File: config.mk
export PLATFORM = sky130hd
export DESIGN_NAME = ooo_core
export DESIGN_NICKNAME = d
export VERILOG_FILES = /design/src/rtl/ooo_core_pkg.sv /design/src/rtl/ooo_core.sv /design/src/rtl/commit_unit.sv /design/src/rtl/reorder_buffer.sv /design/src/rtl/exec_units.sv /design/src/rtl/dispatch_unit.sv
export VERILOG_INCLUDE_DIRS = /design/src /design/src/rtl
export SDC_FILE = /design/constraint.sdc
export NUM_CORES = 1
export LEC_CHECK = 0
export ABC_AREA = 1
export ABC_CLOCK_PERIOD_IN_PS = 6530
export BUFFER_PORTS_ARGS = -buffer_cell sky130_fd_sc_hd__buf_4
export CAP_MARGIN = 20
export CORE_MARGIN = 3
export CORE_UTILIZATION = 40
export DETAILED_ROUTE_END_ITERATION = 8
export SLEW_MARGIN = 0
export SYNTH_ARGS = -nofsm -noshare
export SYNTH_HDL_FRONTEND = slang
export SYNTH_SLANG_ARGS = --single-unit
File: constraint.sdc
create_clock -name clock -period 6.53 [get_ports clock]
set_input_delay 0.3265 -clock clock [delete_from_list [all_inputs] [get_ports clock]]
set_output_delay 0.3265 -clock clock [all_outputs]
set_load 0.05 [all_outputs]
File: src/rtl/ooo_core_settings.svh
// Widths, depths and latencies shared by the core and its testbench
// ROB depth must be a power of two, since the pointers wrap by overflow
// The multiplier pipeline needs at least two stages
`ifndef OOO_CORE_SETTINGS_SVH
`define OOO_CORE_SETTINGS_SVH

// Instruction word and operand widths
`define OOO_INST_WIDTH     32
`define OOO_OPERAND_WIDTH  12

// Result width holds a full 12 x 12 product
`define OOO_DATA_WIDTH     24

// Architectural registers, register zero reads as zero
`define OOO_AREG_COUNT     8

// Reorder buffer entries
`define OOO_ROB_DEPTH      8

// Multiplier latency in cycles
`define OOO_MUL_STAGES     4

`endif
File: src/rtl/ooo_core_pkg.sv
// Shared types of the core
// Opcode values outside the enum are illegal and stop the core

`include "ooo_core_settings.svh"

package ooo_core_pkg;

  typedef logic [`OOO_INST_WIDTH-1:0]            inst_word_t;
  typedef logic [`OOO_OPERAND_WIDTH-1:0]         operand_t;
  typedef logic [`OOO_DATA_WIDTH-1:0]            data_t;
  typedef logic [$clog2(`OOO_AREG_COUNT)-1:0]    areg_idx_t;
  typedef logic [$clog2(`OOO_ROB_DEPTH)-1:0]     rob_tag_t;

  // Instruction opcodes, bits 31:28 of the word
  typedef enum logic [3:0] {
    op_add  = 4'd0,
    op_sub  = 4'd1,
    op_and  = 4'd2,
    op_mul  = 4'd3,
    op_halt = 4'd15
  } opcode_e;

  // Commit state machine
  typedef enum logic [1:0] {
    status_running,
    status_halted_on_halt,
    status_halted_on_illegal
  } core_status_e;

  // What an entry does when it leaves the ROB
  typedef enum logic [1:0] {
    kind_result,
    kind_halt,
    kind_illegal
  } retire_kind_e;

endpackage

File: src/rtl/ooo_core.sv
// Scalar core with in-order dispatch, out-of-order completion and in-order commit
// Instructions arrive as write-only Wishbone words, operands are immediates

`include "ooo_core_settings.svh"

module ooo_core
  import ooo_core_pkg::*;
(
  input  logic         clock,
  input  logic         reset,
  input  logic         wb_cyc,
  input  logic         wb_stb,
  input  logic         wb_we,
  input  inst_word_t   wb_dat_w,
  output logic         wb_ack,
  input  areg_idx_t    reg_rd_idx,
  output logic         commit_valid,
  output logic         commit_wr_en,
  output areg_idx_t    commit_dest,
  output data_t        commit_data,
  output logic [15:0]  completed_count,
  output core_status_e status,
  output data_t        reg_rd_data
);

  // Dispatch to ROB
  logic         alloc_valid;
  areg_idx_t    alloc_dest;
  retire_kind_e alloc_kind;
  rob_tag_t     alloc_tag;
  logic         rob_full;

  // Dispatch to execution
  logic         issue_valid;
  opcode_e      issue_op;
  operand_t     issue_a;
  operand_t     issue_b;
  rob_tag_t     issue_tag;

  // Result ports
  logic         alu_done;
  rob_tag_t     alu_tag;
  data_t        alu_data;
  logic         mul_done;
  rob_tag_t     mul_tag;
  data_t        mul_data;

  // ROB to commit
  logic         retire_valid;
  areg_idx_t    retire_dest;
  data_t        retire_data;
  retire_kind_e retire_kind;

  dispatch_unit u_dispatch_unit (
    .clock       (clock),
    .reset       (reset),
    .wb_cyc      (wb_cyc),
    .wb_stb      (wb_stb),
    .wb_we       (wb_we),
    .wb_dat_w    (wb_dat_w),
    .wb_ack      (wb_ack),
    .rob_full    (rob_full),
    .alloc_tag   (alloc_tag),
    .alloc_valid (alloc_valid),
    .alloc_dest  (alloc_dest),
    .alloc_kind  (alloc_kind),
    .issue_valid (issue_valid),
    .issue_op    (issue_op),
    .issue_a     (issue_a),
    .issue_b     (issue_b),
    .issue_tag   (issue_tag)
  );

  exec_units u_exec_units (
    .clock       (clock),
    .reset       (reset),
    .issue_valid (issue_valid),
    .issue_op    (issue_op),
    .issue_a     (issue_a),
    .issue_b     (issue_b),
    .issue_tag   (issue_tag),
    .alu_done    (alu_done),
    .alu_tag     (alu_tag),
    .alu_data    (alu_data),
    .mul_done    (mul_done),
    .mul_tag     (mul_tag),
    .mul_data    (mul_data)
  );

  reorder_buffer u_reorder_buffer (
    .clock        (clock),
    .reset        (reset),
    .alloc_valid  (alloc_valid),
    .alloc_dest   (alloc_dest),
    .alloc_kind   (alloc_kind),
    .alloc_tag    (alloc_tag),
    .rob_full     (rob_full),
    .alu_done     (alu_done),
    .alu_tag      (alu_tag),
    .alu_data     (alu_data),
    .mul_done     (mul_done),
    .mul_tag      (mul_tag),
    .mul_data     (mul_data),
    .retire_valid (retire_valid),
    .retire_dest  (retire_dest),
    .retire_data  (retire_data),
    .retire_kind  (retire_kind)
  );

  commit_unit u_commit_unit (
    .clock           (clock),
    .reset           (reset),
    .retire_valid    (retire_valid),
    .retire_dest     (retire_dest),
    .retire_data     (retire_data),
    .retire_kind     (retire_kind),
    .reg_rd_idx      (reg_rd_idx),
    .commit_valid    (commit_valid),
    .commit_wr_en    (commit_wr_en),
    .commit_dest     (commit_dest),
    .commit_data     (commit_data),
    .completed_count (completed_count),
    .status          (status),
    .reg_rd_data     (reg_rd_data)
  );

endmodule

File: src/rtl/commit_unit.sv
// Architectural register file and commit status
// Takes the ROB head every cycle it is valid, outputs registered once
// Register zero is never written and reads as zero

`include "ooo_core_settings.svh"

module commit_unit
  import ooo_core_pkg::*;
(
  input  logic         clock,
  input  logic         reset,
  input  logic         retire_valid,
  input  areg_idx_t    retire_dest,
  input  data_t        retire_data,
  input  retire_kind_e retire_kind,
  input  areg_idx_t    reg_rd_idx,
  output logic         commit_valid,
  output logic         commit_wr_en,
  output areg_idx_t    commit_dest,
  output data_t        commit_data,
  output logic [15:0]  completed_count,
  output core_status_e status,
  output data_t        reg_rd_data
);

  data_t regs_q [`OOO_AREG_COUNT];
  logic  wr_en;

  assign wr_en = retire_valid && (retire_kind == kind_result) && (retire_dest != '0);

  always_ff @(posedge clock)
  begin
    if (reset)
    begin
      commit_valid    <= 1'b0;
      commit_wr_en    <= 1'b0;
      completed_count <= '0;
      status          <= status_running;
      for (int i = 0; i < `OOO_AREG_COUNT; i++)
        regs_q[i] <= '0;
    end
    else
    begin
      commit_valid <= retire_valid;
      commit_wr_en <= wr_en;
      if (wr_en)
        regs_q[retire_dest] <= retire_data;
      if (retire_valid)
        completed_count <= completed_count + 16'd1;   // Halt and illegal count too
      if (retire_valid && status == status_running)
      begin
        if (retire_kind == kind_halt)
          status <= status_halted_on_halt;
        else if (retire_kind == kind_illegal)
          status <= status_halted_on_illegal;
      end
    end
  end

  // Commit payload
  always_ff @(posedge clock)
  begin
    commit_dest <= retire_dest;
    commit_data <= retire_data;
  end

  assign reg_rd_data = regs_q[reg_rd_idx];   // Entry zero stays cleared

endmodule

File: src/rtl/reorder_buffer.sv
// Circular reorder buffer, allocation at the tail and retirement at the head
// Allocation must not be requested while rob_full is high
// Head leaves every cycle it is done, one entry per cycle

`include "ooo_core_settings.svh"

module reorder_buffer
  import ooo_core_pkg::*;
(
  input  logic         clock,
  input  logic         reset,
  input  logic         alloc_valid,
  input  areg_idx_t    alloc_dest,
  input  retire_kind_e alloc_kind,
  output rob_tag_t     alloc_tag,
  output logic         rob_full,
  input  logic         alu_done,
  input  rob_tag_t     alu_tag,
  input  data_t        alu_data,
  input  logic         mul_done,
  input  rob_tag_t     mul_tag,
  input  data_t        mul_data,
  output logic         retire_valid,
  output areg_idx_t    retire_dest,
  output data_t        retire_data,
  output retire_kind_e retire_kind
);

  localparam int DEPTH = `OOO_ROB_DEPTH;

  logic [DEPTH-1:0]           done_q;
  retire_kind_e               kind_q [DEPTH];
  areg_idx_t                  dest_q [DEPTH];
  data_t                      data_q [DEPTH];
  rob_tag_t                   head_q;
  rob_tag_t                   tail_q;
  logic [$clog2(DEPTH):0]     count_q;

  assign alloc_tag    = tail_q;
  assign rob_full     = (count_q == DEPTH);
  assign retire_valid = done_q[head_q];
  assign retire_dest  = dest_q[head_q];
  assign retire_data  = data_q[head_q];
  assign retire_kind  = kind_q[head_q];

  ////////////////////////////////////////////////////////////
  // Pointers, occupancy and done bits
  always_ff @(posedge clock)
  begin
    if (reset)
    begin
      head_q  <= '0;
      tail_q  <= '0;
      count_q <= '0;
      done_q  <= '0;
    end
    else
    begin
      if (alloc_valid)
      begin
        tail_q         <= tail_q + rob_tag_t'(1);
        done_q[tail_q] <= (alloc_kind != kind_result);   // Nothing to wait for
      end
      if (retire_valid)
      begin
        head_q         <= head_q + rob_tag_t'(1);
        done_q[head_q] <= 1'b0;
      end
      // Result tags never match the head or the tail
      if (alu_done)
        done_q[alu_tag] <= 1'b1;
      if (mul_done)
        done_q[mul_tag] <= 1'b1;

      case ({alloc_valid, retire_valid})
        2'b10:   count_q <= count_q + 1'b1;
        2'b01:   count_q <= count_q - 1'b1;
        default: count_q <= count_q;
      endcase
    end
  end

  ////////////////////////////////////////////////////////////
  // Entry payload
  always_ff @(posedge clock)
  begin
    if (alloc_valid)
    begin
      kind_q[tail_q] <= alloc_kind;
      dest_q[tail_q] <= alloc_dest;
    end
    if (alu_done)
      data_q[alu_tag] <= alu_data;
    if (mul_done)
      data_q[mul_tag] <= mul_data;
  end

endmodule

File: src/rtl/exec_units.sv
// One-cycle ALU and a fixed-latency multiplier, both never stall
// Results come back as single-cycle pulses tagged with the ROB entry

`include "ooo_core_settings.svh"

module exec_units
  import ooo_core_pkg::*;
(
  input  logic     clock,
  input  logic     reset,
  input  logic     issue_valid,
  input  opcode_e  issue_op,
  input  operand_t issue_a,
  input  operand_t issue_b,
  input  rob_tag_t issue_tag,
  output logic     alu_done,
  output rob_tag_t alu_tag,
  output data_t    alu_data,
  output logic     mul_done,
  output rob_tag_t mul_tag,
  output data_t    mul_data
);

  localparam int STAGES = `OOO_MUL_STAGES;

  logic              issue_mul;
  data_t             ext_a;
  data_t             ext_b;
  logic [STAGES-1:0] mul_valid_q;
  rob_tag_t          mul_tag_q  [STAGES];
  data_t             mul_data_q [STAGES];

  assign issue_mul = issue_valid && (issue_op == op_mul);
  assign ext_a     = data_t'(issue_a);   // Zero-extended operands
  assign ext_b     = data_t'(issue_b);

  ////////////////////////////////////////////////////////////
  // ALU
  always_ff @(posedge clock)
  begin
    if (reset)
      alu_done <= 1'b0;
    else
      alu_done <= issue_valid && !issue_mul;
  end

  always_ff @(posedge clock)
  begin
    alu_tag <= issue_tag;
    case (issue_op)
      op_add:  alu_data <= ext_a + ext_b;
      op_sub:  alu_data <= ext_a - ext_b;   // Wraps at 24 bits
      default: alu_data <= ext_a & ext_b;
    endcase
  end

  ////////////////////////////////////////////////////////////
  // Multiplier shift pipeline
  always_ff @(posedge clock)
  begin
    if (reset)
      mul_valid_q <= '0;
    else
      mul_valid_q <= {mul_valid_q[STAGES-2:0], issue_mul};
  end

  always_ff @(posedge clock)
  begin
    mul_tag_q[0]  <= issue_tag;
    mul_data_q[0] <= ext_a * ext_b;   // Full product fits
    for (int i = 1; i < STAGES; i++)
    begin
      mul_tag_q[i]  <= mul_tag_q[i-1];
      mul_data_q[i] <= mul_data_q[i-1];
    end
  end

  assign mul_done = mul_valid_q[STAGES-1];
  assign mul_tag  = mul_tag_q[STAGES-1];
  assign mul_data = mul_data_q[STAGES-1];

endmodule

File: src/rtl/dispatch_unit.sv
// Wishbone write-only slave that feeds the ROB and the execution units
// One word per ack, never two acks in a row
// After a halt or illegal word nothing is acknowledged until reset

`include "ooo_core_settings.svh"

module dispatch_unit
  import ooo_core_pkg::*;
(
  input  logic         clock,
  input  logic         reset,
  input  logic         wb_cyc,
  input  logic         wb_stb,
  input  logic         wb_we,
  input  inst_word_t   wb_dat_w,
  output logic         wb_ack,
  input  logic         rob_full,
  input  rob_tag_t     alloc_tag,
  output logic         alloc_valid,
  output areg_idx_t    alloc_dest,
  output retire_kind_e alloc_kind,
  output logic         issue_valid,
  output opcode_e      issue_op,
  output operand_t     issue_a,
  output operand_t     issue_b,
  output rob_tag_t     issue_tag
);

  logic      stop_q;   // Sticky after halt or illegal
  logic      accept;
  logic [3:0] op_q;
  areg_idx_t dest_q;
  operand_t  a_q;
  operand_t  b_q;

  assign accept = wb_cyc && wb_stb && wb_we && !rob_full && !stop_q && !wb_ack;

  ////////////////////////////////////////////////////////////
  // Acknowledge and stop flag
  always_ff @(posedge clock)
  begin
    if (reset)
    begin
      wb_ack <= 1'b0;
      stop_q <= 1'b0;
    end
    else
    begin
      wb_ack <= accept;
      if (wb_ack && alloc_kind != kind_result)
        stop_q <= 1'b1;
    end
  end

  // Word fields latched with the ack
  always_ff @(posedge clock)
  begin
    if (accept)
    begin
      op_q   <= wb_dat_w[31:28];
      dest_q <= wb_dat_w[27:25];
      a_q    <= wb_dat_w[23:12];
      b_q    <= wb_dat_w[11:0];
    end
  end

  ////////////////////////////////////////////////////////////
  // Decode
  always_comb
  begin
    case (op_q)
      op_add, op_sub, op_and, op_mul: alloc_kind = kind_result;
      op_halt:                        alloc_kind = kind_halt;
      default:                        alloc_kind = kind_illegal;
    endcase
  end

  // Ack cycle is the dispatch cycle
  assign alloc_valid = wb_ack;
  assign alloc_dest  = dest_q;

  // Halt and illegal only occupy a ROB slot
  assign issue_valid = wb_ack && (alloc_kind == kind_result);
  assign issue_op    = opcode_e'(op_q);
  assign issue_a     = a_q;
  assign issue_b     = b_q;
  assign issue_tag   = alloc_tag;

endmodule

Yosys cells after proc, flatten, opt, wreduce, memory -nomap -nowiden

Memory sizes are Yosys's and may differ from the RTL's. A register that Yosys moved wholly into a read port is not among the register bits.
Cells that the tools add are included.

Memory bits (writable): 532
Memories kept: 6
Register bits: 130
Bits of input ports: 40
Word-level logic and storage cells: 130
Output and inout bits: 72

$lt $le $gt $ge: 8
Multiply operators: 1
Muxes and demuxes: 43
$add $sub $neg: 7
Reductions and logical operators: 31
Bitwise operators: 5
Eq/ne operators: 9

Memories:

| name                    | words | bits a word | rd ports | clocked after Yosys merged registers in | write ports | RTL line             | RTL |
|---|---|---|---|---|---|---|---|
| u_commit_unit.regs_q    | 8     | 24          | 1        | 0                                       | 8           | commit_unit.sv:26    | `` data_t regs_q [`OOO_AREG_COUNT]; `` |
| u_reorder_buffer.data_q | 8     | 24          | 1        | 1                                       | 2           | reorder_buffer.sv:34 | `data_t data_q [DEPTH];` |
| u_exec_units.mul_data_q | 4     | 24          | 4        | 0                                       | 4           | exec_units.sv:31     | `data_t mul_data_q [STAGES];` |
| u_reorder_buffer.dest_q | 8     | 3           | 1        | 1                                       | 1           | reorder_buffer.sv:33 | `areg_idx_t dest_q [DEPTH];` |
| u_reorder_buffer.kind_q | 8     | 2           | 1        | 1                                       | 1           | reorder_buffer.sv:32 | `retire_kind_e kind_q [DEPTH];` |
| u_exec_units.mul_tag_q  | 4     | 3           | 4        | 0                                       | 4           | exec_units.sv:30     | `rob_tag_t mul_tag_q [STAGES];` |

Operator list:

| cell                  | number |
|---|---|
| $mux 8                | 7 |
| $pmux 24 s2           | 1 |
| $mul 12x12->24        | 1 |
| $mux 24               | 1 |
| $reduce_or 24->1      | 1 |
| $mux 3                | 7 |
| $mux 1                | 17 |
| $add 16x1->16 const B | 1 |
| $logic_and 1x1->1     | 16 |
| $lt 3x4->1 const B    | 4 |
| $or 8x8->8            | 2 |
| $add 12x12->13        | 1 |
| $sub 12x12->13        | 1 |
| $and 12x12->12        | 1 |
| $demux 1 s3           | 4 |
| $ge 3x1->1 const B    | 4 |
| $and 8x8->8           | 1 |
| $bwmux 8              | 1 |
| $eq 4x2->1 const B    | 2 |
| $eq 4x4->1 const B    | 2 |
| $not 8->8             | 1 |
| $pmux 4 s2            | 1 |
| $add 3x1->3 const B   | 2 |
| $logic_not 2->1       | 3 |
| other kinds (14)      | 22 |

Longest topological paths before layout

Depth in word-level cells: 15
Mapped depth: 21
Gate-level depth less buffers: 20

Hierarchy

From an unflattened synthesis, not the netlist that was laid out.

Cell total of the unflattened synthesis: 3514
Area, all modules: 32732.6 um^2

By module, submodules not included:

| module         | sequential area each (um^2) | cells each | times used | area each (um^2) |
|---|---|---|---|---|
| reorder_buffer | 7387.1                      | 1375       | 1          | 12419.4 |
| commit_unit    | 6706.4                      | 941        | 1          | 10033.4 |
| exec_units     | 2542.4                      | 1144       | 1          | 9185.1 |
| dispatch_unit  | 970.9                       | 54         | 1          | 1094.8 |

Worst setup path after synthesis

Ideal clock, no wire load.

Path type: reg2reg
Start: reg u_dispatch_unit.a_q[7] (netlist: u_dispatch_unit.issue_a[7])
End: mem u_exec_units.mul_data_q[0][19] (netlist name)
Path buffers: 1
Cell stages (with the launch flop): 19
Arrival time: 4385 ps
Setup time: 112 ps
Required time: 6418 ps
Setup slack: 2032 ps
Period minus slack after synthesis: 4498 ps
Path through: edfxtp_1 -> clkbuf_1 -> nand2_1 -> fa_1 -> fa_1 -> fa_1 -> inv_1 -> fa_1 -> inv_1 -> fa_1 -> inv_1 -> ha_1 -> nand2_1 -> nor2_1 -> nand2_1 -> o211ai_1 -> nand3_1 -> nand3_1 -> nand2_1

RTL lines:

| what                     | RTL line            | RTL |
|---|---|---|
| start: declaration       | dispatch_unit.sv:33 | `operand_t a_q;` |
| start signal: assignment | dispatch_unit.sv:62 | `a_q <= wb_dat_w[23:12];` |
| end: declaration         | exec_units.sv:31    |  |

==> metrics.md <==
| Metric | Value |
|---|---|
| Outcome | finished clean |
| Final Max Slew Viols | 0 |
| Die ar. | 0.0832 sq mm |
| Largest net degree at the start of global routing | 97 |
| CTS H-tree lvls | 3 |
| Cts bufs inserted | 70 |
| Met2 routed WL | 36600 um |
| Max Cap Viol | 0 |
| Final WL | 75200 um |
| Critical path arrival | 5.58 ns |
| Overall power | 0.0122 W |
| Iteration-0 DRC Markers | 1552 |
| Ratio of final minimum period to clock period | 77.9% |
| # DRC | 0 |
| Ports | 112 |
| Gate Count Post-Synth | 3367 |
| Vias per cell | 4.99 |
| Routed Antenna Nets | 0 |
| Layout cell share with drive strength beyond 1 | 8.43% |
| Crit start category | register |
| Total Neg Setup Slack | 0 ns |
| Via Count | 22.8k |
| Post-route insts no fill | 4565 |
| HPWL Detailed | 49300 um |
| Initial antenna violation count | 0 |
| CTS tree | yes |
| RSZ-0062 raised after global routing | false |
| Vias in the first global route | 22.6k |
| Routed wire per std cell | 16.5 um |
| CTS root buffer | clkbuf_16 |
| Worst Hold Class | in -> reg |
| Yosys warns | 0 |
| Final hold vios | 0 |
| Fill count | 7322 |
| Gr ovfl total | 0 |
| Seq/Total Area, Yosys | 55.2% |
| Critical path class | reg -> reg |
| Worst-path clk slew | 0.06 ns |
| Critical path endpoint category | register |
| Area delta synth->final | 14.1% |
| Chip width | 288 um |
| Critical Path RT | 7.02 ns |
| Final nets | 3703 |
| Routability cong. | 0.857 |
| Worst-margin pin slew | 1.08 ns |
| Initial Util | 40.8% |
| Core area | 0.0782 sq mm |
| Port Buffers | 110 |
| Avg Synthesized Cell Area | 9.47 sq um |
| # placed instances | 4403 |
| Met1 wire length | 33100 um |
| Leakage | 15.4 nW |
| Row count | 102 |
| Flops & latches, synth | 652 |
| Critical Path Fanout Max | 13 |
| Highest clock rate | 197 MHz |
| Hold WS | 0.0708 ns |
| CTS Sinks | 652 |
| CTS Buffer Depth | 3 |
| Setup violators final | 0 |
| Post-CTS Setup Bufs | 0 |
| DRT Pass-1 Iters | 5 |
| DR WL met3 | 3930 um |
| Peak supply drop | 0.211 mV |
| Power per cell area | 335 mW/mm^2 |
| Clk_lat worst skew | 0.63 ns |
| Gr usage total | 18.3% |
| Clock skew | 0.0463 ns |
| Die Y | 288 um |
| First-pass GRT wire length | 122000 um |
| Top Metal Used | met4 |
| Synth cell types | 37 |
| Crit path time final | 5.09 ns |
| Syn Std Cell Area | 0.0319 sq mm |
| Max-slew headroom | 27.9% |
-- worst max-delay path, stage by stage, from the launching register on --
cell and delay, ns:
edfxtp_1 0.72, ha_1 0.34, inv_1 0.07, fa_1 0.46
fa_1 0.51, fa_1 0.56, inv_1 0.05, fa_1 0.47
inv_1 0.04, fa_1 0.47, inv_1 0.04, ha_1 0.36
nand4_1 0.10, o21ai_0 0.46, nand3_1 0.17, nand3_1 0.11
nand2_1 0.05
-- cells in the mapped netlist (all sizes together) --
cell type | n | area share [%]
a21boi | 1 | 0.024
o21bai | 2 | 0.047
a21o | 2 | 0.047
o21a | 1 | 0.024
fa | 103 | 6.5
dfxtp | 197 | 12
edfxtp | 455 | 43
nor4 | 1 | 0.020
o21ai | 426 | 6.9
nor2 | 528 | 6.3
buf | 40 | 0.62
and2 | 4 | 0.078
inv | 429 | 5.0
clkbuf | 134 | 1.6
or2 | 1 | 0.020
o221ai | 27 | 0.74
o32ai | 48 | 1.3
conb | 1 | 0.012
ha | 94 | 3.7
nand3 | 98 | 1.6
nand4 | 16 | 0.31
a21oi | 68 | 1.1
xnor2 | 7 | 0.19
nand2 | 613 | 7.2
clkinv | 3 | 0.035
xor2 | 14 | 0.38
nor3 | 23 | 0.40
o211ai | 4 | 0.094
o22ai | 27 | 0.53
-- cells by family after synthesis --
family | synth area share (%)
DFF | 55.2
xor gates and xnor gates | 0.577
adders and majority gates | 10.2
AOI/OAI and AO/OA | 10.8
other | 0.0118
and+or+nand+nor | 16.0
buffers and inverters | 7.29
-- final timing paths --
check	endpoint	from	depth (start not counted)	slack, ns
hold reg to reg	u_exec_units.mul_data_q[1][7]	u_exec_units.mul_data_q[0][7]	0	0.32
hold / removal	u_dispatch_unit.alloc_valid	wb_stb	3	0.07
setup reg to reg	u_exec_units.mul_data_q[0][20]	u_dispatch_unit.issue_a[5]	16	1.44
setup / recovery	u_exec_units.mul_data_q[0][20]	u_dispatch_unit.issue_a[5]	16	1.44
-- metal layers --
layer / track usage (%) / vias to the layer above
met5: 0 / -
met4: 4.56 / 0
met3: 2.68 / 110
met2: 31.9 / 589
met1: 24.0 / 10800
li1: - / 11300
-- layout by cell type, fill, tap and decap left out, types with 22 or more instances in the layout --
master and count:
inv_1 426, o21ai_0 359, nor3_1 22, o21ai_1 48, buf_4 146, dfxtp_1 194
o22ai_1 27, fa_1 103, ha_1 94, o221ai_1 27, dlygate4sd3_1 31, a21oi_1 68
edfxtp_1 455, nor2_1 516, clkbuf_16 71, nand3_1 91, conb_1 24, nand2_1 613
o32ai_1 48
-- sequential cells by signal, indices dropped and copies added, names as in the netlist, 14 cells and up, named ones only --
signal	cells
u_commit_unit.commit_data	24
u_reorder_buffer.kind_q	16
u_exec_units.alu_data	14
u_commit_unit.completed_count	16
u_reorder_buffer.dest_q	24
u_exec_units.mul_data_q	96
u_commit_unit.regs_q	192
u_reorder_buffer.data_q	192
-- per-stage QoR --
stage	instance area [sq um]	worst slack, ns	util, %
floorplan	32000	2.03	-
global placement	33700	1.42	43.1
detailed placement	33700	1.44	43.1
CTS	36400	1.40	46.5
global route	36400	1.13	46.5
finish	36400	1.44	46.5
-- report_power, final --
part	internal, W	switching (W)	leakage (nW)
clock	0.00227	0.00169	1.14
combinational	0.000919	0.00221	8.23
sequential	0.00486	0.000234	6.00
-- final cells by class --
cell class / count / area (sq um) / area share, %
Clock buffer: 95 / 1920 / 5.27
Multi-Input combinational cell: 2132 / 12100 / 33.2
Timing Repair Buffer: 178 / 1430 / 3.94
Sequential cell: 652 / 17600 / 48.4
Inverter: 432 / 1620 / 4.45
Antenna cell: 1 / 2.50 / 0.00687
Tap cell: 1040 / 1300 / 3.57
Clock inverter: 35 / 430 / 1.18
-- repair_timing --
action                    CTS  global route
hold buffers               31             0
resized for setup           0             0
hold endpoints to repair   31             0
Note: power is estimated with default switching activity, not from simulation.
